$ cat config.mk
export PLATFORM = sky130hd
export DESIGN_NAME = lcdPanelTop
export DESIGN_NICKNAME = d
export VERILOG_FILES = /design/src/lcdTimingPkg.sv /design/src/lcdPixelPkg.sv /design/src/lcdTiming.sv /design/src/patternGen.sv /design/src/lcdOutStage.sv /design/src/lcdPanelTop.sv
export SDC_FILE = /design/constraint.sdc
export NUM_CORES = 1
export LEC_CHECK = 0
export BUFFER_PORTS_ARGS = -buffer_cell sky130_fd_sc_hd__buf_2
export CELL_PAD_IN_SITES_DETAIL_PLACEMENT = 1
export CELL_PAD_IN_SITES_GLOBAL_PLACEMENT = 1
export CORE_ASPECT_RATIO = 1.2
export CORE_MARGIN = 1.5
export CORE_UTILIZATION = 45
export DETAILED_ROUTE_END_ITERATION = 12
export GPL_TIMING_DRIVEN = 1
export PLACE_DENSITY = 0.87
export SETUP_SLACK_MARGIN = 0.4
export SLEW_MARGIN = 20
export SYNTH_ARGS = -nofsm -noshare
export SYNTH_HDL_FRONTEND = slang
export SYNTH_SLANG_ARGS = --single-unit
$ cat constraint.sdc
create_clock -name PixelClk -period 5.42 [get_ports PixelClk]
set_input_delay 0.813 -clock PixelClk [delete_from_list [all_inputs] [get_ports PixelClk]]
set_output_delay 0.813 -clock PixelClk [all_outputs]
set_load 0.005 [all_outputs]
$ cat src/lcdTimingPkg.sv
//////////////////////////////////////////////////
// LCD panel timing definitions
// Sync/DE timing of the 800x480 panel and the sync and position types
//////////////////////////////////////////////////
package lcdTimingPkg;

    // Visible area
    localparam int activeWidth  = 800;
    localparam int activeHeight = 480;

    // Horizontal timing in pixel clocks with the pulse inside the back porch
    localparam int hBackPorch  = 182;
    localparam int hPulse      = 1;
    localparam int hFrontPorch = 210;
    localparam int hTotal      = activeWidth + hBackPorch + hFrontPorch;

    // Vertical timing in lines
    localparam int vBackPorch  = 6;
    localparam int vPulse      = 5;
    localparam int vFrontPorch = 45;
    localparam int vTotal      = activeHeight + vBackPorch + vFrontPorch;

    // Counter widths follow from the periods
    localparam int hCntW = $clog2(hTotal);
    localparam int vCntW = $clog2(vTotal);

    typedef logic [hCntW-1:0] hCountT;
    typedef logic [vCntW-1:0] vCountT;

    // Terminal counts where the counters wrap
    localparam hCountT hLast = hCountT'(hTotal - 1);
    localparam vCountT vLast = vCountT'(vTotal - 1);

    // Active column and row
    typedef logic [10:0] xT;
    typedef logic [9:0]  yT;

    // Both syncs are active low
    typedef struct packed {
        logic hSync;
        logic vSync;
        logic de;
    } syncT;

    typedef struct packed {
        xT x;
        yT y;
    } posT;

endpackage

$ cat src/lcdPixelPkg.sv
//////////////////////////////////////////////////
// LCD pixel definitions
// RGB565 pixel format, test-pattern modes and the colour-bar palette
//////////////////////////////////////////////////
package lcdPixelPkg;

    typedef struct packed {
        logic [4:0] r;
        logic [5:0] g;
        logic [4:0] b;
    } rgb565T;

    typedef enum logic [1:0] {
        patBars    = 2'd0,
        patSolid   = 2'd1,
        patChecker = 2'd2
    } patternModeT;

    // Sixteen bars of 50 pixels fill the 800 pixel line
    localparam int barWidth = 50;
    localparam int barCount = 16;
    localparam int barIdxW  = $clog2(barCount);

    typedef logic [barIdxW-1:0] barIdxT;

    // Checker squares are a power of two so one position bit picks the square
    localparam int checkerSize = 32;
    localparam int checkerBit  = $clog2(checkerSize);

    // Red and green ramp up while blue ramps down
    localparam rgb565T barColour [barCount] = '{
        '{5'd0,  6'd0,  5'd31},
        '{5'd2,  6'd4,  5'd29},
        '{5'd4,  6'd8,  5'd27},
        '{5'd6,  6'd12, 5'd25},
        '{5'd8,  6'd16, 5'd23},
        '{5'd10, 6'd20, 5'd21},
        '{5'd12, 6'd24, 5'd19},
        '{5'd14, 6'd28, 5'd17},
        '{5'd16, 6'd32, 5'd15},
        '{5'd18, 6'd36, 5'd13},
        '{5'd20, 6'd40, 5'd11},
        '{5'd22, 6'd44, 5'd9},
        '{5'd24, 6'd48, 5'd7},
        '{5'd26, 6'd52, 5'd5},
        '{5'd28, 6'd56, 5'd3},
        '{5'd30, 6'd60, 5'd1}
    };

endpackage

$ cat src/lcdTiming.sv
`timescale 1ns/100ps
//////////////////////////////////////////////////
// LCD timing generator
// Pixel and line counters decoded into registered sync, DE,
// active position and a frame-start pulse
//////////////////////////////////////////////////
module lcdTiming (
    input  logic               PixelClk,
    input  logic               nRST,
    output lcdTimingPkg::syncT sync,
    output lcdTimingPkg::posT  pos,
    output logic               frameStart
);

    lcdTimingPkg::hCountT hCount;
    lcdTimingPkg::vCountT vCount;
    lcdTimingPkg::hCountT hNext;
    lcdTimingPkg::vCountT vNext;
    logic                 hActive;
    logic                 vActive;
    logic                 deNext;

    // The outputs are decoded from the next count so they change on the
    // same edge as the counters themselves
    always_comb begin
        if (hCount == lcdTimingPkg::hLast) begin
            hNext = '0;
            if (vCount == lcdTimingPkg::vLast) begin
                vNext = '0;
            end else begin
                vNext = vCount + 1'b1;
            end
        end else begin
            hNext = hCount + 1'b1;
            vNext = vCount;
        end
    end

    assign hActive = (hNext >= lcdTimingPkg::hBackPorch) &&
                     (hNext < lcdTimingPkg::hBackPorch + lcdTimingPkg::activeWidth);
    assign vActive = (vNext >= lcdTimingPkg::vBackPorch) &&
                     (vNext < lcdTimingPkg::vBackPorch + lcdTimingPkg::activeHeight);
    assign deNext  = hActive && vActive;

    // Reset parks the counters on the last pixel of a frame, so the first
    // edge out of reset opens frame zero with a frame-start pulse
    always_ff @(posedge PixelClk or negedge nRST) begin
        if (!nRST) begin
            hCount <= lcdTimingPkg::hLast;
            vCount <= lcdTimingPkg::vLast;
        end else begin
            hCount <= hNext;
            vCount <= vNext;
        end
    end

    always_ff @(posedge PixelClk or negedge nRST) begin
        if (!nRST) begin
            sync       <= '{hSync: 1'b1, vSync: 1'b1, de: 1'b0};
            frameStart <= 1'b0;
        end else begin
            sync.hSync <= (hNext >= lcdTimingPkg::hPulse);
            sync.vSync <= (vNext >= lcdTimingPkg::vPulse);
            sync.de    <= deNext;
            frameStart <= (hNext == '0) && (vNext == '0);
        end
    end

    // Position is relative to the top left active pixel and held at zero
    // in the blanking intervals
    always_ff @(posedge PixelClk or negedge nRST) begin
        if (!nRST) begin
            pos <= '0;
        end else if (deNext) begin
            pos.x <= lcdTimingPkg::xT'(hNext - lcdTimingPkg::hBackPorch);
            pos.y <= lcdTimingPkg::yT'(vNext - lcdTimingPkg::vBackPorch);
        end else begin
            pos <= '0;
        end
    end

endmodule

$ cat src/patternGen.sv
`timescale 1ns/100ps
//////////////////////////////////////////////////
// Test-pattern generator
// Colour bars, solid colour or checkerboard, with the mode held per frame
//////////////////////////////////////////////////
module patternGen (
    input  logic                     PixelClk,
    input  logic                     nRST,
    input  lcdTimingPkg::syncT       sync,
    input  lcdTimingPkg::posT        pos,
    input  logic                     frameStart,
    input  lcdPixelPkg::patternModeT mode,
    input  lcdPixelPkg::rgb565T      solidColour,
    output lcdTimingPkg::syncT       pixSync,
    output lcdPixelPkg::rgb565T      pixel,
    output logic                     pixFrameStart
);

    lcdPixelPkg::patternModeT modeQ;
    lcdPixelPkg::rgb565T      solidQ;
    lcdPixelPkg::barIdxT      barIdx;
    logic                     checkerOn;
    lcdPixelPkg::rgb565T      colour;

    // Selections only move at the frame boundary so a frame is never torn
    always_ff @(posedge PixelClk or negedge nRST) begin
        if (!nRST) begin
            modeQ  <= lcdPixelPkg::patBars;
            solidQ <= '0;
        end else if (frameStart) begin
            modeQ  <= mode;
            solidQ <= solidColour;
        end
    end

    assign barIdx    = lcdPixelPkg::barIdxT'(pos.x / lcdPixelPkg::barWidth);
    assign checkerOn = pos.x[lcdPixelPkg::checkerBit] ^ pos.y[lcdPixelPkg::checkerBit];

    always_comb begin
        case (modeQ)
            lcdPixelPkg::patBars: begin
                colour = lcdPixelPkg::barColour[barIdx];
            end
            lcdPixelPkg::patSolid: begin
                colour = solidQ;
            end
            lcdPixelPkg::patChecker: begin
                colour = checkerOn ? '1 : '0;
            end
            default: begin
                colour = '0;
            end
        endcase
    end

    // Sync and frame start are delayed by one cycle to stay with the colour
    always_ff @(posedge PixelClk or negedge nRST) begin
        if (!nRST) begin
            pixSync       <= '{hSync: 1'b1, vSync: 1'b1, de: 1'b0};
            pixFrameStart <= 1'b0;
            pixel         <= '0;
        end else begin
            pixSync       <= sync;
            pixFrameStart <= frameStart;
            if (sync.de) begin
                pixel <= colour;
            end else begin
                pixel <= '0;
            end
        end
    end

endmodule

$ cat src/lcdOutStage.sv
`timescale 1ns/100ps
//////////////////////////////////////////////////
// LCD output stage
// Registers sync, DE and data onto the panel pins with frame-aligned blanking
//////////////////////////////////////////////////
module lcdOutStage (
    input  logic                PixelClk,
    input  logic                nRST,
    input  lcdTimingPkg::syncT  pixSync,
    input  lcdPixelPkg::rgb565T pixel,
    input  logic                pixFrameStart,
    input  logic                blank,
    output logic                lcdHSync,
    output logic                lcdVSync,
    output logic                lcdDe,
    output lcdPixelPkg::rgb565T lcdData
);

    logic blankQ;

    // Blank takes effect at the next frame
    always_ff @(posedge PixelClk or negedge nRST) begin
        if (!nRST) begin
            blankQ <= 1'b0;
        end else if (pixFrameStart) begin
            blankQ <= blank;
        end
    end

    // The syncs keep running while blanked so the panel stays locked
    always_ff @(posedge PixelClk or negedge nRST) begin
        if (!nRST) begin
            lcdHSync <= 1'b1;
            lcdVSync <= 1'b1;
            lcdDe    <= 1'b0;
            lcdData  <= '0;
        end else begin
            lcdHSync <= pixSync.hSync;
            lcdVSync <= pixSync.vSync;
            lcdDe    <= pixSync.de;
            if (blankQ) begin
                lcdData <= '0;
            end else begin
                lcdData <= pixel;
            end
        end
    end

endmodule

$ cat src/lcdPanelTop.sv
`timescale 1ns/100ps
//////////////////////////////////////////////////
// LCD panel driver top level
// Timing generator, pattern generator and pin output stage in a chain
//////////////////////////////////////////////////
module lcdPanelTop (
    input  logic                     PixelClk,
    input  logic                     nRST,
    input  lcdPixelPkg::patternModeT mode,
    input  lcdPixelPkg::rgb565T      solidColour,
    input  logic                     blank,
    output logic                     lcdHSync,
    output logic                     lcdVSync,
    output logic                     lcdDe,
    output lcdPixelPkg::rgb565T      lcdData
);

    lcdTimingPkg::syncT  sync;
    lcdTimingPkg::posT   pos;
    logic                frameStart;
    lcdTimingPkg::syncT  pixSync;
    lcdPixelPkg::rgb565T pixel;
    logic                pixFrameStart;

    lcdTiming timing (
        .PixelClk   (PixelClk),
        .nRST       (nRST),
        .sync       (sync),
        .pos        (pos),
        .frameStart (frameStart)
    );

    patternGen pattern (
        .PixelClk      (PixelClk),
        .nRST          (nRST),
        .sync          (sync),
        .pos           (pos),
        .frameStart    (frameStart),
        .mode          (mode),
        .solidColour   (solidColour),
        .pixSync       (pixSync),
        .pixel         (pixel),
        .pixFrameStart (pixFrameStart)
    );

    lcdOutStage outStage (
        .PixelClk      (PixelClk),
        .nRST          (nRST),
        .pixSync       (pixSync),
        .pixel         (pixel),
        .pixFrameStart (pixFrameStart),
        .blank         (blank),
        .lcdHSync      (lcdHSync),
        .lcdVSync      (lcdVSync),
        .lcdDe         (lcdDe),
        .lcdData       (lcdData)
    );

endmodule

==> impl_metrics.toml, run 1 <==
[layout]
syn_to_final_growth_pct = 10.8
final_cells = 643
seq_area_sq_um = 2370
multi_input_area_sq_um = 2340
antenna_cells = 0
final_cell_area_sq_um = 5470
drive_gt1_share_pct = 23.7
mostFrequentLayoutCells = "79 x dfrtp_1, 38 x buf_2, 35 x nand2_1, 35 x nor2_1"
fillers = 1172
mostFrequentLayoutCell = "dfrtp_1"
nNetsFinal = 539

[drt]
vias = 3766
first_pass_iters = 8
avgViaCountPerCell = 5.86
drc = 6
drt_iter0_drc = 138
ant_nets = 0
routed_wl_mm = 11.8
post_drt_wl_per_cell_um = 18.4

[setup_path]
crit_path_end_kind = "flip-flop"
critical_path_required_ns = 5.65
path_cells = "o31ai_2 -> inv_1 -> ha_1 -> o32ai_2 -> nor2_4 -> maj3_2 -> a2111o_1 -> or3_1 -> a31o_1 -> a221oi_1 -> o31a_1 -> o221ai_2 -> a22o_1"
cp-start-kind = "flip-flop"
worstSetupStartpoint = "timing.pos[17]"
arrival_ns = 4.80
critPathMaxStageDelay_ns = 0.51
cp_max_fo = 12
critPathKind = "flip-flop to flip-flop"
path_buf_inv = 1
reg2reg_from = "timing.pos[17]"
cp_top_family = "compound AO/OA/AOI/OAI gates"
slowest_stage = "dfrtp_1"

[logic_synthesis]
syn-cell-area_sq_um = 4940
synth_top_area_share_pct = 40.0
synth_cell_types = 81
ys_seq_elements = 94
ys.flop_type = "dfrtp_1"
synthTopCellsByArea = "dfrtp_1 40%, dfstp_2 8.0%, mux2_2 3.4%"
syn_nets = 509
synth_top_area_cell = "dfrtp_1"
synth_simple_gate_area_share_pct = 18.6
synth_edf_count = 0
synth_xor_area_share_pct = 4.43
syn_inst = 479
yosys_warnings = 0
avgSynthCellArea_sq_um = 10.3
synth_top_family_by_area = "simple AND/OR/NAND/NOR gates"
seq_area_frac_synth_pct = 48.0
synth_compound_area_share_pct = 17.1
synthArstFlopShare_pct = 100
synthAdderAreaFrac_pct = 2.91
synth.area.mux_share_pct = 4.33

[placed_design]
dp_hpwl_mm = 8.60
port_buffers = 39
place_inst = 627
place_area_sq_um = 5170
gp_congestion = 0.887

[floorplan]
die-area_sq_um = 11600
start_util_pct = 46.5
fp.dieW_um = 98.6
core_area_sq_um = 10600
chipHeight_um = 118
io_pins = 40
row_count = 41

[clocking]
cts_sinks = 94
cts_buffer_depth = 2
cts_buffers = 9
insertion_delay_ns = 0.35
htree_levels = 3
clk_pin_slew_ns = 0.07
cts_root_buf = "clkbuf_16"
cts_tree = "yes"

[hold_path]
hold_path_class = "input pin to async pin"

[global_routing]
grt_pass1_wl_mm = 20.0
grt_pass1_vias = 4016
grt_max_degree = 86
track_usage_pct = 21.6
grt_antenna_before_repair = 0
grt_overflow = 0

[sta]
clock_skew_ns = 0.00586
setup_viol = 0
slew_violations = 0
rsz0062_at_grt = "false"
fin_crit_sh_pct = 84.3
finalHoldViolCount = 0
tightest_slew_ns = 0.889
fmax_ghz = 0.219
relSlewSlack_pct = 40.7
tns_ns = 0
fin_crit_ns = 4.57

[power]
p_seq_share_pct = 51.9
pwr-share-clk_pct = 46.5
switching_share_pct = 23.4
power_density_nw_per_um2 = 247
p_int_w = 0.00103
p_leak_nw = 2.58
p_comb_share_pct = 1.6
vdd_drop_max_uv = 138
power_switching_w = 0.000317

[status]
failed_checks = "design-rule violations"
status = "finished, violations left"

[run]
maxCapViolCount = 0
-- path summary, 6_finish.rpt --
kind	endpoint	slack (ns)	depth (start not counted)
max in group asynchronous	timing.pos[19]	4.21	2
worst min-delay path	pattern.pixel[7]	0.28	1
worst max register to register	pattern.pixel[1]	0.85	13
worst max-delay path	pattern.pixel[1]	0.85	13
min in group PixelClk	outStage.lcdDe	0.35	0
worst min register to register	outStage.lcdDe	0.35	0
-- per-layer routing --
| layer | global-route usage, % | share of wire (%) | up-vias |
|---|---|---|---|
| li1 | - | - | 1771 |
| met4 | 8.13 | 2.1 | 0 |
| met2 | 39.0 | 53 | 64 |
| met5 | 0 | 0 | - |
| met1 | 26.0 | 42 | 1908 |
| met3 | 2.91 | 2.5 | 23 |
-- power by group through the flow --
stage          combinational, W  sequential, W  clock, W
2_1_floorplan      0.0000000862       0.000715         0
3_3_place_gp          0.0000210       0.000715         0
3_5_place_dp          0.0000220       0.000715         0
4_1_cts               0.0000220       0.000701  0.000633
5_1_grt               0.0000246       0.000701  0.000662
6_report              0.0000212       0.000701  0.000629
-- final cells by class --
type	instances	area share (%)
Tap cell	129	2.95
Timing Repair Buffer	41	3.95
Multi-Input combinational cell	341	42.8
Clock buffer	9	4.11
Clock inverter	7	1.35
Inverter	22	1.51
Sequential cell	94	43.3
-- cell families after synthesis --
kind of cell / Yosys count
xor gates and xnor gates: 25
muxes: 19
AOI/OAI and AO/OA: 113
buffers and inverters: 44
adders and majority gates: 12
DFF: 94
and+or+nand+nor: 172
-- worst reg2reg max path: cells and delay by family (launching register included) --
family / cells / cell delay (ns)
DFF: 1 / 0.51
and+or+nand+nor: 2 / 0.64
adders and majority gates: 2 / 0.57
AOI/OAI and AO/OA: 8 / 2.64
buffers and inverters: 1 / 0.09
-- per-stage QoR --
stage | hold WS (ns) | total power, W | util (%) | setup slack (ns)
finish | 0.280 | 0.00135 | 51.5 | 0.853
global route | 0.286 | 0.00139 | 51.5 | 0.477
floorplan | 0.331 | 0.000715 | - | 1.34
detailed placement | 0.336 | 0.000737 | 48.7 | 0.704
global placement | 0.332 | 0.000736 | 48.7 | 0.962
CTS | 0.276 | 0.00136 | 51.5 | 0.660
-- state kept, by name, indices dropped and copies added, names as in the netlist, 2 cells and up --
register and count:
outStage.lcdData 16, timing.sync 3, pattern.pixel 16, pattern.modeQ 2, timing.vCount 10, pattern.pixSync 3, timing.pos 11, timing.hCount 11
pattern.solidQ 16
-- timing repair --
| item | in CTS | in global routing |
|---|---|---|
| endpoints found under the setup margin | 0 | 6 |
| buffers inserted | 0 | 0 |
| gates resized for setup | 0 | 1 |
| endpoints found under the hold margin | 0 | 0 |
| hold buffers | 0 | 0 |
-- Yosys cell counts, types with 9 or more instances --
library cell and instances:
dfrtp_1 79, nand2_1 35, nor2_1 35, inv_1 22, nor2b_1 22, o21ai_0 20
a21oi_1 19, xnor2_1 16, dfstp_2 15, mux2_2 15, nand3_1 14, nor3_1 14
ha_1 9, xor2_1 9
Power figures use the tool's default switching activity.
==> run 2: changes to the inputs <==
Clock period 5.42 ns to 4.3 ns, I/O delays scaled along.
==> impl_metrics.toml, run 2 (same netlist as run 1, synthesis figures left out) <==
[clocking]
insertion_delay_ns = 0.35
cts_root_buf = "clkbuf_16"
clk_pin_slew_ns = 0.07
htree_levels = 3
cts_buffers = 9
cts_tree = "yes"
cts_sinks = 94
cts_buffer_depth = 2

[sta]
slew_violations = 0
tns_ns = 0
finalHoldViolCount = 0
setup_viol = 0
tightest_slew_ns = 0.951
fin_crit_ns = 3.86
rsz0062_at_grt = "true"
clock_skew_ns = 0.00967
relSlewSlack_pct = 36.6
fin_crit_sh_pct = 89.8
fmax_ghz = 0.259

[drt]
avgViaCountPerCell = 5.93
vias = 3993
drc = 5
post_drt_wl_per_cell_um = 20.0
drt_iter0_drc = 143
routed_wl_mm = 13.5
ant_nets = 0
first_pass_iters = 11

[placed_design]
port_buffers = 39
place_area_sq_um = 5260
dp_hpwl_mm = 8.88
gp_congestion = 0.881

[setup_path]
critical_path_required_ns = 4.51
worstSetupStartpoint = "timing.pos[18]"
cp-start-kind = "flip-flop"
cp_max_fo = 6
critPathKind = "flip-flop to flip-flop"
arrival_ns = 4.08
reg2reg_from = "timing.pos[18]"
crit_path_end_kind = "flip-flop"

[global_routing]
grt_pass1_vias = 4362
grt_overflow = 0
grt_max_degree = 77
grt_antenna_before_repair = 0
track_usage_pct = 23.9
grt_pass1_wl_mm = 21.9

[floorplan]
fp.dieW_um = 98.6
row_count = 41
io_pins = 40
chipHeight_um = 118
start_util_pct = 46.5
core_area_sq_um = 10600
die-area_sq_um = 11600

[power]
vdd_drop_max_uv = 167
power_density_nw_per_um2 = 298
p_leak_nw = 2.72

[status]
failed_checks = "design-rule violations"
status = "finished, violations left"

[layout]
syn_to_final_growth_pct = 18.3
mostFrequentLayoutCell = "dfrtp_1"
nNetsFinal = 569
mostFrequentLayoutCells = "76 x dfrtp_1, 38 x buf_2, 35 x nand2_1"
largestRegisters = "outStage.lcdData: 16 flops, pattern.pixel: 16 flops, pattern.solidQ: 16 flops"
fillers = 1169
drive_gt1_share_pct = 30.9
final_cell_area_sq_um = 5840
antenna_cells = 0

[hold_path]
min_from = "pattern.pixSync[2]"
hold_path_class = "flip-flop to flip-flop"

[run]
maxCapViolCount = 0
[run 2: changes by cell type in the layout (fill, tap and decap cells not counted), sizes merged]
| cell | previous run | this run |
|---|---|---|
| bufinv | 0 | 1 |
| clkinvlp | 0 | 1 |
| buf | 41 | 71 |
| clkinv | 2 | 3 |
| inv | 27 | 24 |
[run 2: area by class of cell]
cell class                      instances  area [sq um]  share of cell area, %
Clock buffer                            9           225                   3.86
Clock inverter                          7          80.1                   1.37
Inverter                               22          82.6                   1.41
Multi-Input combinational cell        341          2470                   42.3
Sequential cell                        94          2370                   40.7
Tap cell                              129           161                   2.76
Timing Repair Buffer                   71           445                   7.62
[run 2: metal layers]
metal | wire, um | up-vias | track usage (%)
li1 | - | 1825 | -
met4 | 357 | 0 | 8.21
met3 | 366 | 30 | 3.80
met2 | 7550 | 93 | 46.7
met1 | 5190 | 2045 | 25.6
met5 | 0 | - | 0
[run 2: path summary, 6_finish.rpt]
check | cells after the start | to | slack, ns
min in group asynchronous | 1 | outStage.lcdData[2] | 0.44
min reg2reg | 0 | outStage.lcdHSync | 0.36
max reg2reg | 15 | pattern.pixel[12] | 0.44
min | 0 | outStage.lcdHSync | 0.36
max in group asynchronous | 2 | outStage.lcdVSync | 2.95
max | 15 | pattern.pixel[12] | 0.44
[run 2: power by group]
group          switching [W]  total [W]  internal [W]
combinational      0.0000194  0.0000266    0.00000718
sequential                 0   0.000884      0.000884
clock               0.000369   0.000828      0.000458
total               0.000389    0.00174       0.00135
[run 2: metrics by stage]
stage / util [%] / total power [W] / std cells / worst slack (ns) / hold WS [ns]
final: 55.0 / 0.00174 / 673 / 0.438 / 0.358
after floorplan: - / 0.000901 / 479 / 0.421 / 0.331
after global routing: 55.0 / 0.00179 / 673 / 0.268 / 0.359
after global placement: 49.5 / 0.000928 / 635 / 0.289 / 0.332
after CTS: 54.0 / 0.00175 / 665 / 0.404 / 0.358
after detailed placement: 49.5 / 0.000928 / 635 / 0.0980 / 0.343
[run 2: critical path: stages, from the launching register on]
cell and delay [ns]:
dfrtp_1 0.41, o31ai_4 0.30, inv_2 0.09, ha_4 0.18
o32ai_4 0.26, buf_4 0.18, o32a_2 0.14, o211ai_1 0.20
buf_4 0.21, and4_4 0.18, or3_4 0.34, a31o_4 0.27
o32a_4 0.39, mux2_4 0.32, a31oi_1 0.15, o21ai_1 0.10
[run 2: what timing repair did]
| action | in CTS | in global routing |
|---|---|---|
| endpoints found under the setup margin | 6 | 18 |
| hold buffers | 0 | 0 |
| pin swaps | 12 | 10 |
| setup buffers | 14 | 8 |
| gates resized for setup | 18 | 10 |
